===== config.mk =====
export PLATFORM = sky130hd
export DESIGN_NAME = qpimem_cache_top
export DESIGN_NICKNAME = d
export VERILOG_FILES = /design/src/hw/qpimem_bus_pkg.sv /design/src/hw/qpimem_cache_pkg.sv /design/src/hw/cache_data_if.sv /design/src/hw/cache_meta_if.sv /design/src/hw/cache_data_mem.sv /design/src/hw/cache_meta_mem.sv /design/src/hw/qpimem_cache_ctrl.sv /design/src/hw/qpimem_cache_top.sv
export SDC_FILE = /design/constraint.sdc
export NUM_CORES = 2
export LEC_CHECK = 0
export CAP_MARGIN = 15
export CELL_PAD_IN_SITES_DETAIL_PLACEMENT = 1
export CELL_PAD_IN_SITES_GLOBAL_PLACEMENT = 2
export CORE_ASPECT_RATIO = 1.1
export CORE_MARGIN = 8
export CORE_UTILIZATION = 46
export DETAILED_ROUTE_END_ITERATION = 16
export DONT_BUFFER_PORTS = 1
export PLACE_DENSITY_LB_ADDON = 0.25
export REMOVE_ABC_BUFFERS = 1
export SLEW_MARGIN = 15
export SYNTH_ARGS = -nofsm -noshare
export SYNTH_HDL_FRONTEND = slang
export SYNTH_MEMORY_MAX_BITS = 65536
export SYNTH_SLANG_ARGS = --single-unit
export TNS_END_PERCENT = 100

===== constraint.sdc =====
create_clock -name clk -period 4.3 [get_ports clk]
set_input_delay 0 -clock clk [delete_from_list [all_inputs] [get_ports clk]]
set_output_delay 0 -clock clk [all_outputs]
set_load 0.01 [all_outputs]

===== src/hw/qpimem_bus_pkg.sv =====
package qpimem_bus_pkg;

	// Processor side works on 32-bit words split into byte lanes
	localparam int WORD_WIDTH = 32;
	localparam int BYTE_WIDTH = 8;
	localparam int LANES = WORD_WIDTH / BYTE_WIDTH;
	localparam int LANE_BITS = $clog2(LANES);

	// Word address into the QPI memory
	localparam int ADDR_WIDTH = 22;
	// QPI side addresses bytes
	localparam int BYTE_ADDR_WIDTH = ADDR_WIDTH + LANE_BITS;

	typedef logic [WORD_WIDTH-1:0] word_t;
	typedef logic [LANES-1:0] lane_en_t;
	typedef logic [ADDR_WIDTH-1:0] word_addr_t;
	typedef logic [BYTE_ADDR_WIDTH-1:0] byte_addr_t;

endpackage


===== src/hw/qpimem_cache_pkg.sv =====
package qpimem_cache_pkg;

	// Geometry of the 2-way cache
	localparam int LINE_WORDS = 4;
	localparam int LINE_COUNT = 32;
	// Two lines per set, one in each way
	localparam int SETS = LINE_COUNT / 2;
	localparam int OFFSET_BITS = $clog2(LINE_WORDS);
	localparam int SET_BITS = $clog2(SETS);
	// Word address is {tag, set, offset}
	localparam int TAG_BITS = qpimem_bus_pkg::ADDR_WIDTH - SET_BITS - OFFSET_BITS;
	// Data store address is {way, set, offset}
	localparam int DATA_ADDR_BITS = 1 + SET_BITS + OFFSET_BITS;

	typedef logic [TAG_BITS-1:0] tag_t;
	typedef logic [SET_BITS-1:0] set_t;
	typedef logic [OFFSET_BITS-1:0] offset_t;
	typedef logic [DATA_ADDR_BITS-1:0] data_addr_t;

	// Bit 0 is the LRU way, bit 1 dirty of way 0, bit 2 dirty of way 1
	typedef logic [2:0] flags_t;

	// Miss handling sequence of the controller
	typedef enum logic [1:0] {
		st_idle,
		st_writeback,
		st_refill,
		st_drain
	} ctrl_state_t;

endpackage


===== src/hw/cache_data_if.sv =====
interface cache_data_if;

	// Byte-lane write enables into the data store
	qpimem_bus_pkg::lane_en_t wen;
	// {way, set, offset}
	qpimem_cache_pkg::data_addr_t addr;
	qpimem_bus_pkg::word_t wdata;
	// Registered read of the previous address
	qpimem_bus_pkg::word_t rdata;

	modport ctrl (
		output wen, addr, wdata,
		input rdata
	);

	modport mem (
		input wen, addr, wdata,
		output rdata
	);

endinterface


===== src/hw/cache_meta_if.sv =====
interface cache_meta_if;

	// Shared set index for tags and flags
	qpimem_cache_pkg::set_t set;
	// One write enable per way
	logic [1:0] tag_wen;
	qpimem_cache_pkg::tag_t tag_wdata;
	qpimem_cache_pkg::tag_t tag_rdata0;
	qpimem_cache_pkg::tag_t tag_rdata1;
	// Flags are always written as a whole
	logic flag_wen;
	qpimem_cache_pkg::flags_t flag_wdata;
	qpimem_cache_pkg::flags_t flag_rdata;

	modport ctrl (
		output set, tag_wen, tag_wdata, flag_wen, flag_wdata,
		input tag_rdata0, tag_rdata1, flag_rdata
	);

	modport mem (
		input set, tag_wen, tag_wdata, flag_wen, flag_wdata,
		output tag_rdata0, tag_rdata1, flag_rdata
	);

endinterface


===== src/hw/cache_data_mem.sv =====
module cache_data_mem (
	input logic clk,
	cache_data_if.mem bus
);

	// All lines of both ways, addressed as {way, set, offset}
	qpimem_bus_pkg::word_t mem [qpimem_cache_pkg::LINE_COUNT * qpimem_cache_pkg::LINE_WORDS];

	// Starts out empty, backing memory starts at zero too
	initial begin
		for (int i = 0; i < qpimem_cache_pkg::LINE_COUNT * qpimem_cache_pkg::LINE_WORDS; i++) begin
			mem[i] = '0;
		end
	end

	always_ff @(posedge clk) begin
		// Each byte lane written on its own enable
		for (int lane = 0; lane < qpimem_bus_pkg::LANES; lane++) begin
			if (bus.wen[lane]) begin
				mem[bus.addr][lane*qpimem_bus_pkg::BYTE_WIDTH +: qpimem_bus_pkg::BYTE_WIDTH] <=
					bus.wdata[lane*qpimem_bus_pkg::BYTE_WIDTH +: qpimem_bus_pkg::BYTE_WIDTH];
			end
		end
		// Read returns the old word on a simultaneous write
		bus.rdata <= mem[bus.addr];
	end

endmodule


===== src/hw/cache_meta_mem.sv =====
module cache_meta_mem (
	input logic clk,
	cache_meta_if.mem bus
);

	// Tag array per way, indexed by set
	qpimem_cache_pkg::tag_t tag_mem [2][qpimem_cache_pkg::SETS];
	// LRU and dirty flags for both ways of a set
	qpimem_cache_pkg::flags_t flag_mem [qpimem_cache_pkg::SETS];
	// Registered tag reads
	qpimem_cache_pkg::tag_t tag_q [2];

	// Way 0 holds tag 0 and way 1 holds tag 1 everywhere
	// LRU points at way 0, all lines clean
	initial begin
		for (int s = 0; s < qpimem_cache_pkg::SETS; s++) begin
			for (int way = 0; way < 2; way++) begin
				tag_mem[way][s] = qpimem_cache_pkg::tag_t'(way);
			end
			flag_mem[s] = '0;
		end
	end

	always_ff @(posedge clk) begin
		for (int way = 0; way < 2; way++) begin
			if (bus.tag_wen[way]) begin
				tag_mem[way][bus.set] <= bus.tag_wdata;
			end
			tag_q[way] <= tag_mem[way][bus.set];
		end
	end

	always_ff @(posedge clk) begin
		if (bus.flag_wen) begin
			flag_mem[bus.set] <= bus.flag_wdata;
		end
		bus.flag_rdata <= flag_mem[bus.set];
	end

	assign bus.tag_rdata0 = tag_q[0];
	assign bus.tag_rdata1 = tag_q[1];

endmodule


===== src/hw/qpimem_cache_ctrl.sv =====
module qpimem_cache_ctrl (
	input logic clk,
	input logic rst,
	input qpimem_bus_pkg::word_addr_t addr,
	input qpimem_bus_pkg::lane_en_t wen,
	input logic ren,
	input qpimem_bus_pkg::word_t wdata,
	output logic ready,
	output logic qpi_do_read,
	output logic qpi_do_write,
	output qpimem_bus_pkg::byte_addr_t qpi_addr,
	output qpimem_bus_pkg::word_t qpi_wdata,
	input logic qpi_next_byte,
	input qpimem_bus_pkg::word_t qpi_rdata,
	input logic qpi_is_idle,
	cache_data_if.ctrl dmem,
	cache_meta_if.ctrl meta
);

	qpimem_cache_pkg::tag_t req_tag;
	qpimem_cache_pkg::set_t req_set;
	qpimem_cache_pkg::offset_t req_off;
	qpimem_cache_pkg::ctrl_state_t state;
	logic req;
	logic req_q;
	logic lookup;
	logic served;
	logic hit0;
	logic hit1;
	logic found_tag;
	logic hit_way;
	logic hit_now;
	logic victim;
	logic victim_dirty;
	qpimem_cache_pkg::tag_t victim_tag;
	qpimem_bus_pkg::word_addr_t wb_line;
	qpimem_bus_pkg::word_addr_t fill_line;
	qpimem_cache_pkg::offset_t xfer_off;
	qpimem_cache_pkg::offset_t qpi_word;
	logic last_word;
	logic fill_wen;
	qpimem_bus_pkg::word_t fill_data;
	logic [1:0] tag_wen_q;
	logic flag_clr;
	logic meta_busy;
	qpimem_cache_pkg::flags_t hit_flags;
	qpimem_cache_pkg::flags_t clr_flags;

	// Split the word address
	assign {req_tag, req_set, req_off} = addr;
	assign req = ren | (|wen);
	// Tag/flag reads lag the address by one edge
	assign lookup = req & req_q;

	// Both ways compared in parallel
	assign hit0 = (meta.tag_rdata0 == req_tag);
	assign hit1 = (meta.tag_rdata1 == req_tag);
	assign found_tag = hit0 | hit1;
	assign hit_way = ~hit0;
	// One hit per request, only outside miss handling
	assign hit_now = (state == qpimem_cache_pkg::st_idle) & lookup & found_tag & ~served;

	// LRU way is the one to evict
	assign victim = meta.flag_rdata[0];
	assign victim_dirty = victim ? meta.flag_rdata[2] : meta.flag_rdata[1];
	assign victim_tag = victim ? meta.tag_rdata1 : meta.tag_rdata0;

	// Line base addresses for writeback and refill
	assign wb_line = {victim_tag, req_set, qpimem_cache_pkg::offset_t'(0)};
	assign fill_line = {req_tag, req_set, qpimem_cache_pkg::offset_t'(0)};
	assign qpi_word = qpi_addr[qpimem_bus_pkg::LANE_BITS +: qpimem_cache_pkg::OFFSET_BITS];
	assign last_word = &qpi_word;

	always_comb begin
		// Hit marks the other way as LRU, a write dirties the hit way
		hit_flags = meta.flag_rdata;
		hit_flags[0] = ~hit_way;
		if (hit_way) begin
			hit_flags[2] = meta.flag_rdata[2] | (|wen);
		end else begin
			hit_flags[1] = meta.flag_rdata[1] | (|wen);
		end
		// After writeback the victim is clean again, LRU stays
		clr_flags = meta.flag_rdata;
		if (victim) begin
			clr_flags[2] = 1'b0;
		end else begin
			clr_flags[1] = 1'b0;
		end
	end

	assign meta.set = req_set;
	assign meta.tag_wdata = req_tag;
	assign meta.tag_wen = tag_wen_q;
	assign meta.flag_wen = hit_now | flag_clr;
	assign meta.flag_wdata = (state == qpimem_cache_pkg::st_idle) ? hit_flags : clr_flags;

	// Hits use the matching way, everything else the victim line
	// In idle xfer_off is zero so the first writeback word is already fetched
	assign dmem.addr = (state == qpimem_cache_pkg::st_idle && found_tag) ?
		{hit_way, req_set, req_off} : {victim, req_set, xfer_off};
	assign dmem.wen = hit_now ? wen : {qpimem_bus_pkg::LANES{fill_wen}};
	assign dmem.wdata = fill_wen ? fill_data : wdata;
	// Writeback streams straight out of the data store
	assign qpi_wdata = dmem.rdata;

	// Refill word, written to the data store one cycle after its pulse
	always_ff @(posedge clk) begin
		if (qpi_next_byte) begin
			fill_data <= qpi_rdata;
		end
	end

	always_ff @(posedge clk) begin
		if (rst) begin
			state <= qpimem_cache_pkg::st_idle;
			req_q <= 1'b0;
			served <= 1'b0;
			ready <= 1'b0;
			qpi_do_read <= 1'b0;
			qpi_do_write <= 1'b0;
			qpi_addr <= '0;
			xfer_off <= '0;
			fill_wen <= 1'b0;
			tag_wen_q <= '0;
			flag_clr <= 1'b0;
			meta_busy <= 1'b0;
		end else begin
			req_q <= req;
			served <= req & (served | hit_now);
			ready <= hit_now;
			fill_wen <= 1'b0;
			tag_wen_q <= '0;
			flag_clr <= 1'b0;
			// Write pending last cycle, reads not fresh yet
			meta_busy <= fill_wen | flag_clr | (|tag_wen_q);
			case (state)
				qpimem_cache_pkg::st_idle: begin
					if (lookup && !found_tag && qpi_is_idle) begin
						if (victim_dirty) begin
							qpi_do_write <= 1'b1;
							qpi_addr <= qpimem_bus_pkg::byte_addr_t'(wb_line) << qpimem_bus_pkg::LANE_BITS;
							xfer_off <= '0;
							state <= qpimem_cache_pkg::st_writeback;
						end else begin
							qpi_do_read <= 1'b1;
							qpi_addr <= qpimem_bus_pkg::byte_addr_t'(fill_line) << qpimem_bus_pkg::LANE_BITS;
							// Incremented on each pulse to the word just received
							xfer_off <= '1;
							state <= qpimem_cache_pkg::st_refill;
						end
					end
				end
				qpimem_cache_pkg::st_writeback: begin
					if (qpi_next_byte) begin
						qpi_addr[qpimem_bus_pkg::LANE_BITS +: qpimem_cache_pkg::OFFSET_BITS] <=
							qpi_word + 1'b1;
						xfer_off <= xfer_off + 1'b1;
						if (last_word) begin
							qpi_do_write <= 1'b0;
							flag_clr <= 1'b1;
							state <= qpimem_cache_pkg::st_drain;
						end
					end
				end
				qpimem_cache_pkg::st_refill: begin
					if (qpi_next_byte) begin
						qpi_addr[qpimem_bus_pkg::LANE_BITS +: qpimem_cache_pkg::OFFSET_BITS] <=
							qpi_word + 1'b1;
						xfer_off <= xfer_off + 1'b1;
						fill_wen <= 1'b1;
						if (last_word) begin
							qpi_do_read <= 1'b0;
							// New tag goes into the refilled way
							tag_wen_q <= victim ? 2'b10 : 2'b01;
							state <= qpimem_cache_pkg::st_drain;
						end
					end
				end
				qpimem_cache_pkg::st_drain: begin
					// Wait for the QPI side and for fresh tag/flag reads
					if (qpi_is_idle && !meta_busy && !fill_wen && !flag_clr && tag_wen_q == '0) begin
						xfer_off <= '0;
						state <= qpimem_cache_pkg::st_idle;
					end
				end
				default: begin
					state <= qpimem_cache_pkg::st_idle;
				end
			endcase
		end
	end

endmodule


===== src/hw/qpimem_cache_top.sv =====
module qpimem_cache_top (
	input logic clk,
	input logic rst,

	// Processor request side
	input qpimem_bus_pkg::word_addr_t addr,
	input qpimem_bus_pkg::lane_en_t wen,
	input logic ren,
	input qpimem_bus_pkg::word_t wdata,
	output qpimem_bus_pkg::word_t rdata,
	output logic ready,

	// QPI word-level side
	output logic qpi_do_read,
	output logic qpi_do_write,
	output qpimem_bus_pkg::byte_addr_t qpi_addr,
	output qpimem_bus_pkg::word_t qpi_wdata,
	input logic qpi_next_byte,
	input qpimem_bus_pkg::word_t qpi_rdata,
	input logic qpi_is_idle
);

	cache_data_if dif ();
	cache_meta_if mif ();

	qpimem_cache_ctrl i_ctrl (
		.clk(clk),
		.rst(rst),
		.addr(addr),
		.wen(wen),
		.ren(ren),
		.wdata(wdata),
		.ready(ready),
		.qpi_do_read(qpi_do_read),
		.qpi_do_write(qpi_do_write),
		.qpi_addr(qpi_addr),
		.qpi_wdata(qpi_wdata),
		.qpi_next_byte(qpi_next_byte),
		.qpi_rdata(qpi_rdata),
		.qpi_is_idle(qpi_is_idle),
		.dmem(dif.ctrl),
		.meta(mif.ctrl)
	);

	cache_data_mem i_data_mem (
		.clk(clk),
		.bus(dif.mem)
	);

	cache_meta_mem i_meta_mem (
		.clk(clk),
		.bus(mif.mem)
	);

	// Read data comes straight from the data store, valid with ready
	assign rdata = dif.rdata;

endmodule


==> metrics.md <==
| Metric | Value |
|---|---|
| CTS H-tree lvls | 5 |
| Die Y | slightly below 700 um |
| Leak | 77.2 nW |
| Final WS setup | -0.0815 ns |
| Crit-path cells | xnor2_1 -> nand4_1 -> nor4_4 -> o21ai_4 -> a211oi_4 -> buf_6 -> buf_12 -> buf_16 -> buf_12 -> buf_4 -> a32oi_1 -> a31oi_1 -> a21oi_1 -> a21oi_2 -> nor3_1 |
| Initial Util | approximately 46% |
| Crit path depth | 15 |
| Register area share after synthesis | 75.6% |
| CP Max Fanout | 30 |
| Post-Synthesis Cells | ~13,000 |
| Most Used Layer, Global Route | met2 |
| Cell area power density | 538 nW/um^2 |
| Max Slew Vio Count | 0 |
| Port-buffer cells | 0 |
| Top FF cell, synth | edfxtp_1 |
| Clock power frac | a little over a third |
| Met3 usage | around 5.5% |
| Via count | around 120k |
| Peak VDD IR | approximately 0.00051 V |
| Critical path class | reg2reg |
| CP Buf/Inv Count | 5 |
| First-pass GRT wire length | roughly 930,000 um |
| Max-Cap Viols | 0 |
| Hold Slack | 0.0780 ns |
| Synth Cell Area | between 150,000 and 200,000 sq um |
| DRC viols | 0 |
| Clock transition at path regs | approximately 0.070 ns |
| Largest net degree at the start of global routing | 156 |
| Tightest Pin Transition | around 1.2 ns |
| Detail Placement HPWL | between 400,000 and 500,000 um |
| Starting DRT DRC Count | 12,705 |
| Yosys top cell area share | 74.5% |
| Layout fillers | about 40,000 |
| FF-to-FF End | i_data_mem.bus.rdata[31] |
| Crit path top cell by count | buf_12 |
| Critical path endpoint category | register |
| Placer Congestion | roughly 0.86 |
| Final hold violations | 0 |
| RSZ-0062 raised after global routing | yes |
| CTS tree | done |
| Critical Path End | i_data_mem.bus.rdata[31] |
| Power share of the combinational group | roughly a fifth |
| FFs w/ async S/R, synth | 0% |
| Crit path DAT | between 5 and 6 ns |
| Fin crit share | 102% |
| Initial antenna violation count | 29 |
| Number of synthesized flops with an enable pin | 4,688 |
| Met2 global-route usage | about half |
| HP Class | in2reg |
| CTS buffer count | 483 |
| Wire length per cell | 31.7 um |
| Syn_area_per_cell | around 14 sq um |
| Failing checks | setup timing |
| Gr usage total | 29.3% |
| Nets | 14,757 |
| Die W | approximately 630 um |
| Synth top area cells | edfxtp_1 (75%), nand2_1 (6.5%), nand3_1 (3.4%) |
| Crit-path slowest cell | nor4_4 |
| Layout cells sized above 1 | approximately 17% |
| CTS Root Cell | clkbuf_16 |
| Crit path launch | i_meta_mem.tag_q[0][1] |
| Net Sw Frac | 30.3% |
| Max Clk Rate | 228 MHz |
| DR vias/cell | 6.04 |
| Vias in the first global route | ~130k |
| Switch Pwr | around 0.037 W |
| Core Util, Final | 55.1% |
| Sink Count | roughly 4,800 |
| Clock buffer depth | 4 |
| Internal power | 0.0846 W |
| Critical path startpoint category | register |
| Setup tns final | -0.794 ns |
| Synth warn | 0 |
| Site row count | 247 |
| Status | finished, violations left |
| Final Power | around 0.12 W |
| I/O pins | roughly 190 |
| Routed WL | 651,000 um |
| Global route overflow | 0 |
| Area after DPL | 206,000 sq um |
| Minimum clock period | about 4.4 ns |
| Drt first pass iters | 5 |
| Critical path required time | around 5.2 ns |
| Setup violations, final | 20 |
| Post-route ant nets | 0 |
| Synth-to-Final Area Change | 19.5% |
| CP peak stage delay | roughly 0.56 ns |
| Worst r2r src | i_meta_mem.tag_q[0][1] |
| Die area | roughly 430,000 sq um |
| Final instance area | ~230,000 sq um |
| Synth Register Bits | between 4,000 and 5,000 |
| Met1 Use GR | 37.8% |
| Unique masters post-synth | 59 |
| Seq pwr share | 43.4% |
| Clock skew | 0.0845 ns |
| Slew headroom | ~18% |
| R2R setup slack | -0.08 ns |
| Synth area leader | edfxtp_1 |
| Reg2Reg Depth | 15 |
| Top delay family on crit path | compound AO/OA/AOI/OAI gates |
| Core area | 410,000 sq um |
| Worst-skew pair later-pin latency | 1.08 ns |
| Hold Path Stages | 2 |
layout by cell type (no fill, tap or decap), types with 21 or more instances in the layout:
cell type	count
nor2_1	595
nor3_1	31
clkbuf_1	112
xnor2_1	31
a211oi_1	54
nor2_2	26
clkinv_2	95
a21oi_1	145
a32oi_1	253
clkbuf_8	34
buf_4	1154
o32ai_1	29
mux2i_1	291
buf_16	32
buf_12	249
edfxtp_1	4688
o21ai_0	21
nand3_1	1287
o211ai_1	384
nand4_1	264
nand2_1	3244
dlygate4sd3_1	192
clkbuf_16	497
bufinv_16	44
inv_1	262
a21oi_2	42
a31oi_1	246
o2111ai_1	124
mux2_4	28
clkinv_1	90
dfxtp_1	102
mux4_2	175
a22oi_1	21
worst reg2reg max path, delay by kind of cell, from the launching register on:
family	cells	cell delay, ns
flops	1	0.33
simple gates	3	0.92
buf+inv	5	1.19
xor+xnor	1	0.25
compound gates	6	1.54
power by group through the flow:
stage	clock, W	combinational [W]	sequential, W
2_1_floorplan	0	0.0138	0.0533
3_3_place_gp	0	0.0234	0.0538
3_5_place_dp	0	0.0240	0.0538
4_1_cts	0.0431	0.0252	0.0528
5_1_grt	0.0447	0.0274	0.0528
6_report	0.0427	0.0260	0.0528
cell usage after synthesis (33+ instances only):
cell,n
nor2_1,624
inv_1,263
dfxtp_1,103
buf_1,136
clkbuf_1,548
a31oi_1,257
a211oi_1,64
o211ai_1,384
nand2_1,3247
buf_4,62
buf_2,217
mux4_2,175
a21oi_1,200
o2111ai_1,128
a22oi_1,33
nand4_1,264
edfxtp_1,4688
a32oi_1,257
nor3_1,34
mux2i_1,294
nand3_1,1287
metal layers:
metal	wire length, um	share of wire (%)
met1	254000	39
met4	30600	4.7
met2	318000	49
met3	48200	7.4
met5	136	0.021
how the worst min path moves through the flow:
stage | from | endpoint | slack [ns]
2_1_floorplan | rst | i_ctrl.qpi_addr[2] | 0.07
3_5_place_dp | rst | i_ctrl.qpi_addr[6] | 0.08
6_report | qpi_next_byte | i_ctrl.fill_data[18] | 0.08
5_1_grt | qpi_next_byte | i_ctrl.fill_data[23] | 0.06
4_1_cts | qpi_next_byte | i_ctrl.fill_data[13] | 0.001
3_3_place_gp | rst | i_ctrl.qpi_addr[5] | 0.08
state kept, by name (all words and copies together) (netlist names):
name	flops
i_data_mem.mem	4096
i_ctrl.served	1
i_ctrl.state	2
i_ctrl.xfer_off	2
i_meta_mem.flag_mem	48
i_ctrl.qpi_do_write	1
i_meta_mem.bus.flag_rdata	3
i_ctrl.qpi_addr	22
i_data_mem.bus.rdata	32
i_ctrl.req_q	1
i_meta_mem.tag_mem	512
i_ctrl.flag_clr	1
i_meta_mem.tag_q	32
i_ctrl.fill_wen	1
i_ctrl.fill_data	32
i_ctrl.meta_busy	1
i_ctrl.ready	1
i_ctrl.qpi_do_read	1
i_ctrl.meta.tag_wen	2
what timing repair did:
action,4_1_cts,5_1_grt
hold buffers,231,2
pin swaps,17,24
gates resized for setup,78,130
buffers inserted,11,8
cloned,7,7
endpoints found under the setup margin,106,203
hold endpoints to repair,7923,3
cell families after synthesis:
logic type / count (synthesis) / share of synthesized area [%]
and+or+nand+nor: 5514 / 12.3
adders and majority gates: 6 / 0.0397
muxes: 501 / 3.83
other: 1 / 0.00198
DFF: 4791 / 75.6
AOI/OAI and AO/OA: 1395 / 5.36
xor gates and xnor gates: 33 / 0.153
buffers and inverters: 1230 / 2.72
per-stage QoR:
| step | std cells | worst slack (ns) |
|---|---|---|
| after floorplan | 12507 | -101.30 |
| after global placement | 19382 | -0.577 |
| after detailed placement | 19383 | -0.660 |
| after CTS | 20536 | -0.0253 |
| after global routing | 20556 | -0.181 |
| final | 20573 | -0.0815 |
layout make-up:
class | count | area, sq um | area share (%)
Inverter | 265 | 1000 | 0.444
Sequential cell | 4791 | 143000 | 63.3
Clock inverter | 268 | 2760 | 1.22
Clock buffer | 636 | 13200 | 5.82
Timing Repair Buffer | 1664 | 17100 | 7.58
Tap cell | 5478 | 6850 | 3.04
Antenna cell | 20 | 50.0 | 0.0222
Multi-Input combinational cell | 7451 | 42000 | 18.6
Power figures use the tool's default switching activity.
